File: src/common/soc_pkg.sv
`default_nettype none

package soc_pkg;

	// Bus widths
	typedef logic [31:0] addr_t;
	typedef logic [31:0] data_t;
	typedef logic [27:0] far_addr_t;

	// ==================================================
	// Memory map, top address nibble
	typedef logic [3:0] region_t;

	localparam region_t REGION_RAM    = 4'h1;
	localparam region_t REGION_BRIDGE = 4'h5;

	// Device nibble on the far side of the bridge
	typedef logic [3:0] periph_t;

	localparam periph_t PERIPH_TIMER = 4'h5;

	// Timer registers, word index from address bits 3:2
	typedef enum logic [1:0] {
		TIMER_COUNT   = 2'd0,
		TIMER_COMPARE = 2'd1,
		TIMER_CONTROL = 2'd2
	} timer_reg_e;

	typedef enum logic [1:0] {
		ARB_IDLE,
		ARB_PORT_A,
		ARB_PORT_B,
		ARB_PORT_C
	} arb_state_e;

endpackage

`default_nettype wire

File: src/common/soc_bus_if.sv
`timescale 1ns/1ps
`default_nettype none

interface soc_bus_if;
	import soc_pkg::*;

	logic request;
	logic rw;
	addr_t address;
	data_t wdata;
	data_t rdata;
	logic ready;

	modport master (
		output request, rw, address, wdata,
		input rdata, ready
	);

	modport slave (
		input request, rw, address, wdata,
		output rdata, ready
	);

endinterface

`default_nettype wire

File: src/bridge/periph_bridge.sv
`timescale 1ns/1ps
`default_nettype none

module periph_bridge (
	input logic clock,
	input logic i_rst_n,
	soc_bus_if.slave near,
	soc_bus_if.master far
);
	import soc_pkg::*;

	typedef enum logic [1:0] {
		BR_IDLE,
		BR_FAR,
		BR_REPLY
	} bridge_state_e;

	bridge_state_e state;
	logic rw_q;
	far_addr_t address_q;
	data_t wdata_q;
	data_t rdata_q;

	// ==================================================
	// Phase control
	always_ff @(posedge clock) begin
		if (!i_rst_n) begin
			state <= BR_IDLE;
		end else begin
			case (state)
				BR_IDLE: begin
					if (near.request)
						state <= BR_FAR;
				end
				BR_FAR: begin
					if (far.ready)
						state <= BR_REPLY;
				end
				default: begin
					state <= BR_IDLE;
				end
			endcase
		end
	end

	// Latched access and its result
	always_ff @(posedge clock) begin
		if (state == BR_IDLE && near.request) begin
			rw_q <= near.rw;
			address_q <= near.address[27:0];
			wdata_q <= near.wdata;
		end
		if (state == BR_FAR && far.ready)
			rdata_q <= far.rdata;
	end

	assign far.request = (state == BR_FAR);
	assign far.rw = rw_q;
	assign far.address = {4'h0, address_q};
	assign far.wdata = wdata_q;

	assign near.rdata = rdata_q;
	assign near.ready = (state == BR_REPLY);

endmodule

`default_nettype wire

File: src/flat_wrapper.sv
// flat-port wrapper written by rule: the top's interface ports become plain ports
module periph_bridge_flat import soc_pkg::*;
  (clock, i_rst_n, near_request, near_rw, near_address, near_wdata, near_rdata, near_ready, far_request, far_rw, far_address, far_wdata, far_rdata, far_ready);
  soc_bus_if near_i ();
  soc_bus_if far_i ();
  input logic clock;
  input logic i_rst_n;
  input wire logic [$bits(near_i.request)-1:0] near_request;
  input wire logic [$bits(near_i.rw)-1:0] near_rw;
  input wire logic [$bits(near_i.address)-1:0] near_address;
  input wire logic [$bits(near_i.wdata)-1:0] near_wdata;
  output wire logic [$bits(near_i.rdata)-1:0] near_rdata;
  output wire logic [$bits(near_i.ready)-1:0] near_ready;
  output wire logic [$bits(far_i.request)-1:0] far_request;
  output wire logic [$bits(far_i.rw)-1:0] far_rw;
  output wire logic [$bits(far_i.address)-1:0] far_address;
  output wire logic [$bits(far_i.wdata)-1:0] far_wdata;
  input wire logic [$bits(far_i.rdata)-1:0] far_rdata;
  input wire logic [$bits(far_i.ready)-1:0] far_ready;
  assign near_i.request = near_request;
  assign near_i.rw = near_rw;
  assign near_i.address = near_address;
  assign near_i.wdata = near_wdata;
  assign near_rdata = near_i.rdata;
  assign near_ready = near_i.ready;
  assign far_request = far_i.request;
  assign far_rw = far_i.rw;
  assign far_address = far_i.address;
  assign far_wdata = far_i.wdata;
  assign far_i.rdata = far_rdata;
  assign far_i.ready = far_ready;
  periph_bridge u_core (.clock(clock), .i_rst_n(i_rst_n), .near(near_i), .far(far_i));
endmodule
File: config.mk
export PLATFORM = sky130hd
export DESIGN_NAME = periph_bridge_flat
export DESIGN_NICKNAME = d
export VERILOG_FILES = /design/src/common/soc_pkg.sv /design/src/common/soc_bus_if.sv /design/src/bridge/periph_bridge.sv /design/src/flat_wrapper.sv
export SDC_FILE = /design/constraint.sdc
export NUM_CORES = 1
export LEC_CHECK = 0
export BUFFER_PORTS_ARGS = -buffer_cell sky130_fd_sc_hd__buf_2
export CORE_UTILIZATION = 37
export DETAILED_ROUTE_END_ITERATION = 12
export PLACE_DENSITY = 0.76
export SYNTH_ARGS = -nofsm -noshare
export SYNTH_HDL_FRONTEND = slang
export SYNTH_SLANG_ARGS = --single-unit
File: constraint.sdc
create_clock -name clock -period 7.1 [get_ports clock]
set_input_delay 1.775 -clock clock [delete_from_list [all_inputs] [get_ports clock]]
set_output_delay 1.775 -clock clock [all_outputs]
set_load 0.02 [all_outputs]
==> summary.md, run 1 <==
| Metric | Value |
|---|---|
| Outcome | finished, final reports clean |
| Final Hold Viols | 0 |
| Share of layout cells above drive strength 1 | between 60% and 70% |
| Final instance area | about 4200 um^2 |
| Clk buf depth | 2 |
| Die H | between 90 and 100 um |
| Fin util | around 54% |
| Register area share after synthesis | slightly below 100% |
| Tmin final | around 2900 ps |
| Peak supply drop | around 0.14 mV |
| Tot Pwr | 1.083 mW |
| Setup Skew | roughly 7.9 ps |
| FF-to-FF setup slack | around 5400 ps |
| Commonest non-fill, non-tap cell in the layout | buf_2 |
| Synth Warn # | 0 |
| Core ar. | slightly below 8000 um^2 |
| Total CTS buffers | 9 |
| GPL Wtd Cong | 0.7340 |
| Clock transition at the registers of the reported paths | ~90 ps |
| Postcts setup bufs | 0 |
| Initial antenna violation count | 0 |
| Syn Inst Count | 108 |
| Yosys reg bits | 95 |
| Slew @ Worst Pin | roughly 720 ps |
| Clk root buf | clkbuf_8 |
| H-tree depth | 3 |
| Register area | about 2800 um^2 |
| Worst EP arrival | 1120 ps |
| Drt pass-1 iters | 4 |
| Antenna cells | 0 |
| Synth cell types | 12 |
| Pin count of the biggest net entering global routing | 60 |
| Die ar. | between 8000 and 9000 um^2 |
| Clk sinks | 95 |
| Final nets | a little over 400 |
| DRC Markers | 0 |
| Total GRT Usage | 14.96% |
| Mean Syn Cell Area | roughly 27 um^2 |
| Port bufs | roughly 190 |
| Total gr overflow | 0 |
| Routed len/inst | between 10 and 15 um |
| Leakage dissipation | around 1.8 nW |
| Worst path max stage delay | around 420 ps |
| CTS resizes | 0 |
| Die X | slightly above 90 um |
| Relative slew slack | between 50% and 60% |
| Final std cells w/o fill | roughly 420 |
| Area Growth Syn to Fin | 42.97% |
| Vias in the first global route | between 1500 and 2000 |
| Worst Path Buf+Inv | 1 |
| Cell area after placement | 4005 um^2 |
| Max-cap check violation count | 0 |
| Critical-path cell with the highest stage delay | dfxtp_1 |
| PwrDens | between 200 and 300 nW/um^2 |
| Total negative setup slack | 0 ps |
| Rows | 32 |
| Starting density of the core | between 30% and 40% |
| RSZ-0062 raised after global routing | false |
| DRT antenna net count | 0 |
| Max Fclk | 0.3459 GHz |
| Post-route clock period utilization | between 40% and 50% |
| Placed cells | 402 |
| Worst-path cell chain | and2b_1 > buf_2 |
| Area occupied by multi-input gates | roughly 70 um^2 |
| Ports | 200 |
| Post-detail-place hpwl | between 4 and 5 mm |
| Final count of pins violating max slew | 0 |
| 1st-iter DRT viols | 36 |
| First-pass GRT wire length | 8.990 mm |
| Highest-count cells in the layout ignoring fill and taps | buf_2 (191), edfxtp_1 (93), clkbuf_8 (9), conb_1 (4) |
| # setup viols final | 0 |
| Final WL | slightly above 6 mm |
| Hold Crit Class | flip-flop to flip-flop |
| Critical path endpoint category | output pin |
| Req. time, crit path | ~5300 ps |
| Via count | around 1800 |
| Crit-path max FO | 6 |
| Vias/cell | 4.288 |
| Critical path type | flip-flop to output pin |
| CTS tree | yes |
| CP Launch Type | flip-flop |
| Clock Latency Late Sink | between 300 and 400 ps |
| Family with the most delay on the worst path | flip-flops |
| Mapped Area | 2920 um^2 |
| # hold bufs at CTS | 0 |
| Fillers | approximately 650 |
-- through the flow --
stage	setup WS, ps	hold slack, ps
finish	4209	516.2
global route	4147	527.8
CTS	4190	522.5
detailed placement	3929	508.1
global placement	3946	487.8
floorplan	338.4	449.9
-- synth_stat cells, drive strengths merged --
master   number  area share (%)
edfxtp       93              96
buf           4             1.0
dfxtp         2             1.4
a2111oi       1            0.34
and2          1            0.21
and2b         1            0.26
and3b         1            0.30
conb          1            0.13
inv           1            0.13
nor2          1            0.13
nor2b         1            0.21
nor3b         1            0.26
-- layout make-up --
class                           count  area share (%)
Sequential cell                    95           67.85
Inverter                            1         0.08990
Timing Repair Buffer              193           23.25
Tap cell                          102           3.057
Clock inverter                      6           1.109
Clock buffer                        9           2.967
Multi-Input combinational cell     11           1.678
-- registers in the layout (all words and copies together), names as in the netlist --
name and cells:
u_core.far.rw 1, u_core.state 2, u_core.address_q 28, u_core.far.wdata 32, u_core.near.rdata 32
-- metal layers --
layer	vias up	part of all wire [%]	track usage [%]
met5	-	0	0
met4	0	2.3	7.804
met3	12	9.4	6.397
met2	117	54	27.15
met1	837	35	14.18
li1	822	-	-
-- power by group --
part           switching, mW  internal (mW)
Sequential           0.00774          0.654
Clock                  0.183          0.127
Combinational         0.0726         0.0396
-- cell families after synthesis --
logic type	synth area share [%]
AND/OR/NAND/NOR	1.371
flip-flops	97.00
other	0.1284
buffers and inverters	1.157
AO/OA/AOI/OAI	0.3428
-- worst paths after layout --
check / startpoint / to / depth (start not counted)
min: u_core.state[1]$_SDFFE_PN0P_ / u_core.state[0]$_SDFFE_PN0P_ / 1
max: u_core.state[0]$_SDFFE_PN0P_ / near_ready / 2
max reg2reg: u_core.state[1]$_SDFFE_PN0P_ / u_core.address_q[20]$_DFFE_PP_ / 2
min reg2reg: u_core.state[1]$_SDFFE_PN0P_ / u_core.state[0]$_SDFFE_PN0P_ / 1
(Power assumes the default switching activity.)
==> run 2: changes to the inputs <==
--- a/config.mk
+++ b/config.mk
@@ -5,10 +5,11 @@
 export SDC_FILE = /design/constraint.sdc
 export NUM_CORES = 1
 export LEC_CHECK = 0
+export ABC_AREA = 1
 export BUFFER_PORTS_ARGS = -buffer_cell sky130_fd_sc_hd__buf_2
-export CORE_UTILIZATION = 37
+export CORE_UTILIZATION = 41
 export DETAILED_ROUTE_END_ITERATION = 12
-export PLACE_DENSITY = 0.76
+export PLACE_DENSITY = 0.79
 export SYNTH_ARGS = -nofsm -noshare
 export SYNTH_HDL_FRONTEND = slang
 export SYNTH_SLANG_ARGS = --single-unit
==> constraint.sdc (replaced) <==
create_clock -name clock -period 2.9 [get_ports clock]
set_input_delay 0.725 -clock clock [delete_from_list [all_inputs] [get_ports clock]]
set_output_delay 0.725 -clock clock [all_outputs]
set_load 0.02 [all_outputs]
==> summary.md, run 2 <==
| Metric | Value |
|---|---|
| DRT antenna net count | 0 (unchanged) |
| Leakage dissipation | 1.835 nW (+3.0%) |
| Die ar. | 7495 um^2 (-9.2%) |
| Crit-path max FO | 3 (-3) |
| Vias/cell | 4.271 (-0.39%) |
| Placed cells | 401 (-0.25%) |
| Clock Latency Late Sink | 340 ps (about the same) |
| Die X | 86.58 um (-4.7%) |
| 1st-iter DRT viols | 66 (+83%) |
| Slew @ Worst Pin | 560.4 ps (-159.5 ps) |
| Mapped Area | 2933 um^2 (+0.43%) |
| Psw | 0.6155 mW (+130%) |
| Critical path type | flip-flop to output pin |
| Via count | 1781 (-0.39%) |
| Most common cell in the netlist | edfxtp_1 |
| Vias in the first global route | 1832 (-3.3%) |
| Clk sinks | 95 (unchanged) |
| Outcome | finished, final reports clean |
| Area occupied by multi-input gates | 65.06 um^2 (-7.1%) |
| Post-detail-place hpwl | 4.445 mm (-2.4%) |
| Top cell type's share of synthesized area | 95.22% (-0.41 points) |
| Clock transition at the registers of the reported paths | 90 ps (about the same) |
| Total gr overflow | 0 (unchanged) |
| First-pass GRT wire length | 8.114 mm (-9.7%) |
| Tmin final | between 1500 and 2000 ps |
| Rows | 30 (-6.3%) |
| Drt pass-1 iters | 4 (unchanged) |
| Postcts setup bufs | 0 (unchanged) |
| CP Launch Type | flip-flop |
| DRC Markers | 0 (unchanged) |
| Fillers | 536 (-17%) |
| Hold Crit Class | flip-flop to flip-flop |
| Final Hold Viols | 0 (unchanged) |
| Largest area contributor in the netlist | edfxtp_1 |
| CTS resizes | 0 (unchanged) |
| Share of layout cells above drive strength 1 | 66.98% (+0.63 points) |
| Routed len/inst | 13.91 um (-4.4%) |
| CTS tree | yes |
| Register area | 2833 um^2 (unchanged) |
| Mean Syn Cell Area | 25.95 um^2 (-4.0%) |
| PwrDens | 673.1 nW/um^2 (+160%) |
| Post-route clock period utilization | roughly 63% |
| Worst EP arrival | 1100 ps (-20 ps) |
| Yosys reg bits | 95 (unchanged) |
| Cell-internal power | 2.253 mW (+170%) |
| Final std cells w/o fill | 417 (unchanged) |
| Syn Inst Count | 113 (+4.6%) |
| GPL Wtd Cong | 0.7031 (-4.2%) |
| Final nets | 417 (+1.2%) |
| RSZ-0062 raised after global routing | false |
| DP Worst Slack | 955.6 ps (-2973 ps) |
| # setup viols final | 0 (unchanged) |
| Worst setup margin | 1073 ps (-3135 ps) |
| Fin util | 62.04% (+7.7 points) |
| Max Fclk | 0.5474 GHz |
| Max-cap check violation count | 0 (unchanged) |
| Switching share of power | 21.46% (-2.8 points) |
| # hold bufs at CTS | 0 (unchanged) |
| Critical path endpoint category | output pin |
| Total negative setup slack | 0 ps (unchanged) |
| Req. time, crit path | 2170 ps (-3160 ps) |
| Final WL | 5.801 mm (-4.4%) |
| Asr flop ratio synth | 0% (unchanged) |
| Clock power frac | 34.2% (+5.6 points) |
| Synth Flop Type | edfxtp_1 |
| Die H | 86.58 um (-4.7%) |
| Starting density of the core | 42.70% (+4.7 points) |
| EDFF count, synth | 93 (unchanged) |
| Port bufs | 191 (unchanged) |
| Post-synth top cells | edfxtp_1 (93), inv_1 (5), buf_4 (4), dfxtp_1 (2), nor2_1 (2) |
| Total GRT Usage | 15.26% (+0.30 points) |
| Hold_ws | 538.5 ps (+22.33 ps) |
| Total CTS buffers | 9 (unchanged) |
| Final count of pins violating max slew | 0 (unchanged) |
| Antenna cells | 0 (unchanged) |
| Relative slew slack | 62.59% (+11 points) |
| Ports | 200 (unchanged) |
| H-tree depth | 3 (unchanged) |
| Clk buf depth | 2 (unchanged) |
| Commonest non-fill, non-tap cell in the layout | buf_2 |
| Flop pwr share | 56.2% (-4.9 points) |
| Peak supply drop | 0.4478 mV (+210%) |
| Register area share after synthesis | 96.59% (-0.41 points) |
| Synth cell types | 12 (unchanged) |
| Top area cells in the synthesized netlist | edfxtp_1 (95%), dfxtp_1 (1.4%), buf_4 (1.0%) |
| Synth Warn # | 0 (unchanged) |
| Initial antenna violation count | 0 (unchanged) |
| Area Growth Syn to Fin | 45.31% |
| Setup Skew | 9.138 ps (+1.267 ps) |
| Pin count of the biggest net entering global routing | 37 (-38%) |
| Comb pwr share | 9.6% (-0.8 points) |
| Highest-count cells in the layout ignoring fill and taps | buf_2 (191), edfxtp_1 (93), clkbuf_8 (12), inv_1 (4), conb_1 (4) |
| Core ar. | 6869 um^2 (-11%) |
| Clk root buf | clkbuf_8 |
run 2: cell count changes after synthesis, sizes merged:
cell / delta
inv: +4
nand3: +1
nor2: +2
nor3b: -1
and2b: -1
and2: -1
a2111oi: -1
nand2: +2
nor3: +1
and3b: -1
a21oi: +1
nor2b: -1
run 2: path summary, 6_finish.rpt:
check / from / endpoint / slack (ps) / depth (start not counted)
setup reg to reg: u_core.state[0]$_SDFFE_PN0P_ / u_core.address_q[24]$_DFFE_PP_ / 1350 / 4
hold reg to reg: u_core.state[0]$_SDFFE_PN0P_ / u_core.state[0]$_SDFFE_PN0P_ / 540 / 2
setup / recovery: u_core.state[1]$_SDFFE_PN0P_ / far_request / 1070 / 4
hold / removal: u_core.state[0]$_SDFFE_PN0P_ / u_core.state[0]$_SDFFE_PN0P_ / 540 / 2
run 2: stage by stage:
step	instance area, um^2	total power [mW]
2_1_floorplan	2944	1.787
3_3_place_gp	4020	1.915
3_5_place_dp	4020	1.923
4_1_cts	4262	2.905
5_1_grt	4262	2.969
6_report	4262	2.868
run 2: logic make-up after synthesis:
family,count (synthesis),share of synthesized area [%]
flops,95,96.59
buf+inv,9,1.664
simple gates,7,1.323
compound gates,1,0.2987
other cells,1,0.1279
run 2: critical path: stages, from the launching register on:
cell and delay (ps):
dfxtp_1 350, inv_1 70, nand2_1 120, inv_1 70, buf_2 160
run 2: cell type report:
class | count | area share (%)
Sequential cell | 95 | 66.47
Timing Repair Buffer | 193 | 23.08
Clock buffer | 12 | 3.876
Tap cell | 96 | 2.819
Clock inverter | 4 | 1.791
Multi-Input combinational cell | 12 | 1.527
Inverter | 5 | 0.4404
run 2: per-layer routing:
layer  GRT usage, %  vias to the layer above  share of wire (%)
met5              0                        -                  0
met3          8.476                        9                 13
met2          28.21                      127                 54
li1               -                      832                  -
met1          13.05                      813                 32
met4          7.273                        0                2.1
run 2: power groups by stage:
stage	registers, mW	clock network (mW)	logic [mW]
2_1_floorplan	1.74	0	0.0429
3_3_place_gp	1.64	0	0.272
3_5_place_dp	1.65	0	0.277
4_1_cts	1.61	1.01	0.278
5_1_grt	1.62	1.06	0.292
6_report	1.61	0.981	0.274
==> run 3: changes to the inputs <==
==> constraint.sdc (replaced) <==
create_clock -name clock -period 1.9 [get_ports clock]
set_input_delay 0.475 -clock clock [delete_from_list [all_inputs] [get_ports clock]]
set_output_delay 0.475 -clock clock [all_outputs]
set_load 0.02 [all_outputs]
==> summary.md, run 3 (synthesized netlist as in run 2, its figures left out) <==
| Metric | Value |
|---|---|
| Critical path type | flip-flop to output pin |
| Clk sinks | 95 (unchanged) |
| Commonest non-fill, non-tap cell in the layout | buf_2 |
| Highest-count cells in the layout ignoring fill and taps | buf_2 (191), edfxtp_1 (93), clkbuf_8 (9), inv_1 (4), conb_1 (4) |
| Pin count of the biggest net entering global routing | 48 (+30%) |
| Drt pass-1 iters | 4 (unchanged) |
| Area occupied by multi-input gates | 65.06 um^2 (unchanged) |
| Total GRT Usage | 15.58% (+0.32 points) |
| Final Hold Viols | 0 (unchanged) |
| Clock transition at the registers of the reported paths | 90 ps (about the same) |
| Leakage dissipation | 1.818 nW (-0.94%) |
| Post-detail-place hpwl | 4.445 mm (about the same) |
| GPL Wtd Cong | 0.8077 (+15%) |
| DRT antenna net count | 0 (unchanged) |
| Placed cells | 402 (+0.25%) |
| First-pass GRT wire length | 8.114 mm (unchanged) |
| Max-cap check violation count | 0 (unchanged) |
| Critical-path cell with the highest stage delay | dfxtp_1 |
| Register area | 2833 um^2 (unchanged) |
| Final WL | 5.766 mm (-0.60%) |
| Max Fclk | ~0.64 GHz |
| Req. time, crit path | 1420 ps (-750 ps) |
| Vias/cell | 4.282 (+0.26%) |
| Initial antenna violation count | 1 (+1) |
| Total CTS buffers | 9 (unchanged) |
| Clk buf depth | 2 (unchanged) |
| Die X | 86.58 um (unchanged) |
| Post-route clock period utilization | between 80% and 90% |
| Fillers | 505 (-5.8%) |
| # hold bufs at CTS | 0 (unchanged) |
| Total negative setup slack | 0 ps (unchanged) |
| Final nets | 418 (+0.24%) |
| Tot Pwr | 4.262 mW (+49%) |
| Setup Skew | 7.723 ps (-1.416 ps) |
| H-tree depth | 3 (unchanged) |
| Postcts setup bufs | 0 (unchanged) |
| Die ar. | 7495 um^2 (unchanged) |
| CTS tree | yes |
| CP Launch Type | flip-flop |
| Total gr overflow | 0 (unchanged) |
| Die H | 86.58 um (unchanged) |
| 1st-iter DRT viols | 34 (-48%) |
| Tmin final | approximately 1600 ps |
| Vias in the first global route | 1781 (-2.8%) |
| Area Growth Syn to Fin | 45.18% (about the same) |
| CTS resizes | 0 (unchanged) |
| # setup viols final | 0 (unchanged) |
| Fin util | 61.99% (about the same) |
| Starting density of the core | 42.70% (unchanged) |
| Ports | 200 (unchanged) |
| Routed len/inst | 13.79 um (-0.84%) |
| Share of layout cells above drive strength 1 | 66.67% (-0.31 points) |
| Outcome | finished, final reports clean |
| Clock Latency Late Sink | 350 ps (about the same) |
| Critical path endpoint category | output pin |
| Clk root buf | clkbuf_8 |
| Rows | 30 (unchanged) |
| Worst path max stage delay | 390 ps (+40 ps) |
| Hold Crit Class | input port to flip-flop |
| DRC Markers | 0 (unchanged) |
| Worst-path cell chain | nand2_1 > inv_1 > buf_2 |
| Final std cells w/o fill | 418 (+0.24%) |
| Port bufs | 191 (unchanged) |
| Crit-path max FO | 4 (+1) |
| Worst EP arrival | 1090 ps (about the same) |
| Via count | 1790 (+0.51%) |
| Final count of pins violating max slew | 0 (unchanged) |
| Peak supply drop | 0.4944 mV (+10%) |
| RSZ-0062 raised after global routing | false |
| Core ar. | 6869 um^2 (unchanged) |
| PwrDens | 1001 nW/um^2 (+49%) |
[run 3: cell count changes in the layout (fill, tap and decap cells not counted), sizes merged]
cell,change
inv,-1
buf,+1
clkinvlp,+2
diode,+1
clkbuf,-2
[run 3: per-layer routing]
layer | vias up | wire (um) | track usage, % | part of all wire [%]
li1 | 834 | - | - | -
met1 | 811 | 1965 | 13.79 | 34
met2 | 134 | 2953 | 27.78 | 51
met3 | 11 | 697 | 7.333 | 12
met4 | 0 | 150 | 10.61 | 2.6
met5 | - | 0 | 0 | 0
[run 3: path summary, 6_finish.rpt]
path                           startpoint                              to  slack (ps)  depth (start not counted)
min                       near_address[8]   u_core.address_q[8]$_DFFE_PP_         300                          1
max          u_core.state[0]$_SDFFE_PN0P_                     far_request         330                          3
min reg2reg  u_core.state[0]$_SDFFE_PN0P_    u_core.state[0]$_SDFFE_PN0P_         530                          2
max reg2reg  u_core.state[0]$_SDFFE_PN0P_  u_core.address_q[27]$_DFFE_PP_         620                          4
[run 3: power by group]
part	total, mW	leakage (nW)	internal [mW]	switching, mW
registers	2.46	0.894	2.44	0.0250
logic	0.426	0.826	0.155	0.271
clock network	1.37	0.0986	0.736	0.639
total	4.26	1.82	3.33	0.934
[run 3: final cells by class]
cell class | instances | area share, %
diodes | 1 | 0.05877
clock buffers | 10 | 2.997
clock inverters | 5 | 1.969
inverters | 5 | 0.5289
multi-input cells | 12 | 1.528
flip-flops and latches | 95 | 66.53
well taps | 96 | 2.821
repair buffers | 194 | 23.57
[run 3: critical path: cells and delay by family, from the launching register on]
kind	cells	cell delay [ps]
flops	1	390
simple gates	1	130
buf+inv	2	240
[run 3: through the flow]
step                      worst slack [ps]  cell area [um^2]  hold WS (ps)
after floorplan                      75.89              2950         503.0
after global placement               483.5              4044         514.4
after detailed placement             464.5              4044         529.1
after CTS                            292.4              4255         271.2
after global routing                 241.2              4258         269.5
final                                331.7              4258         297.0
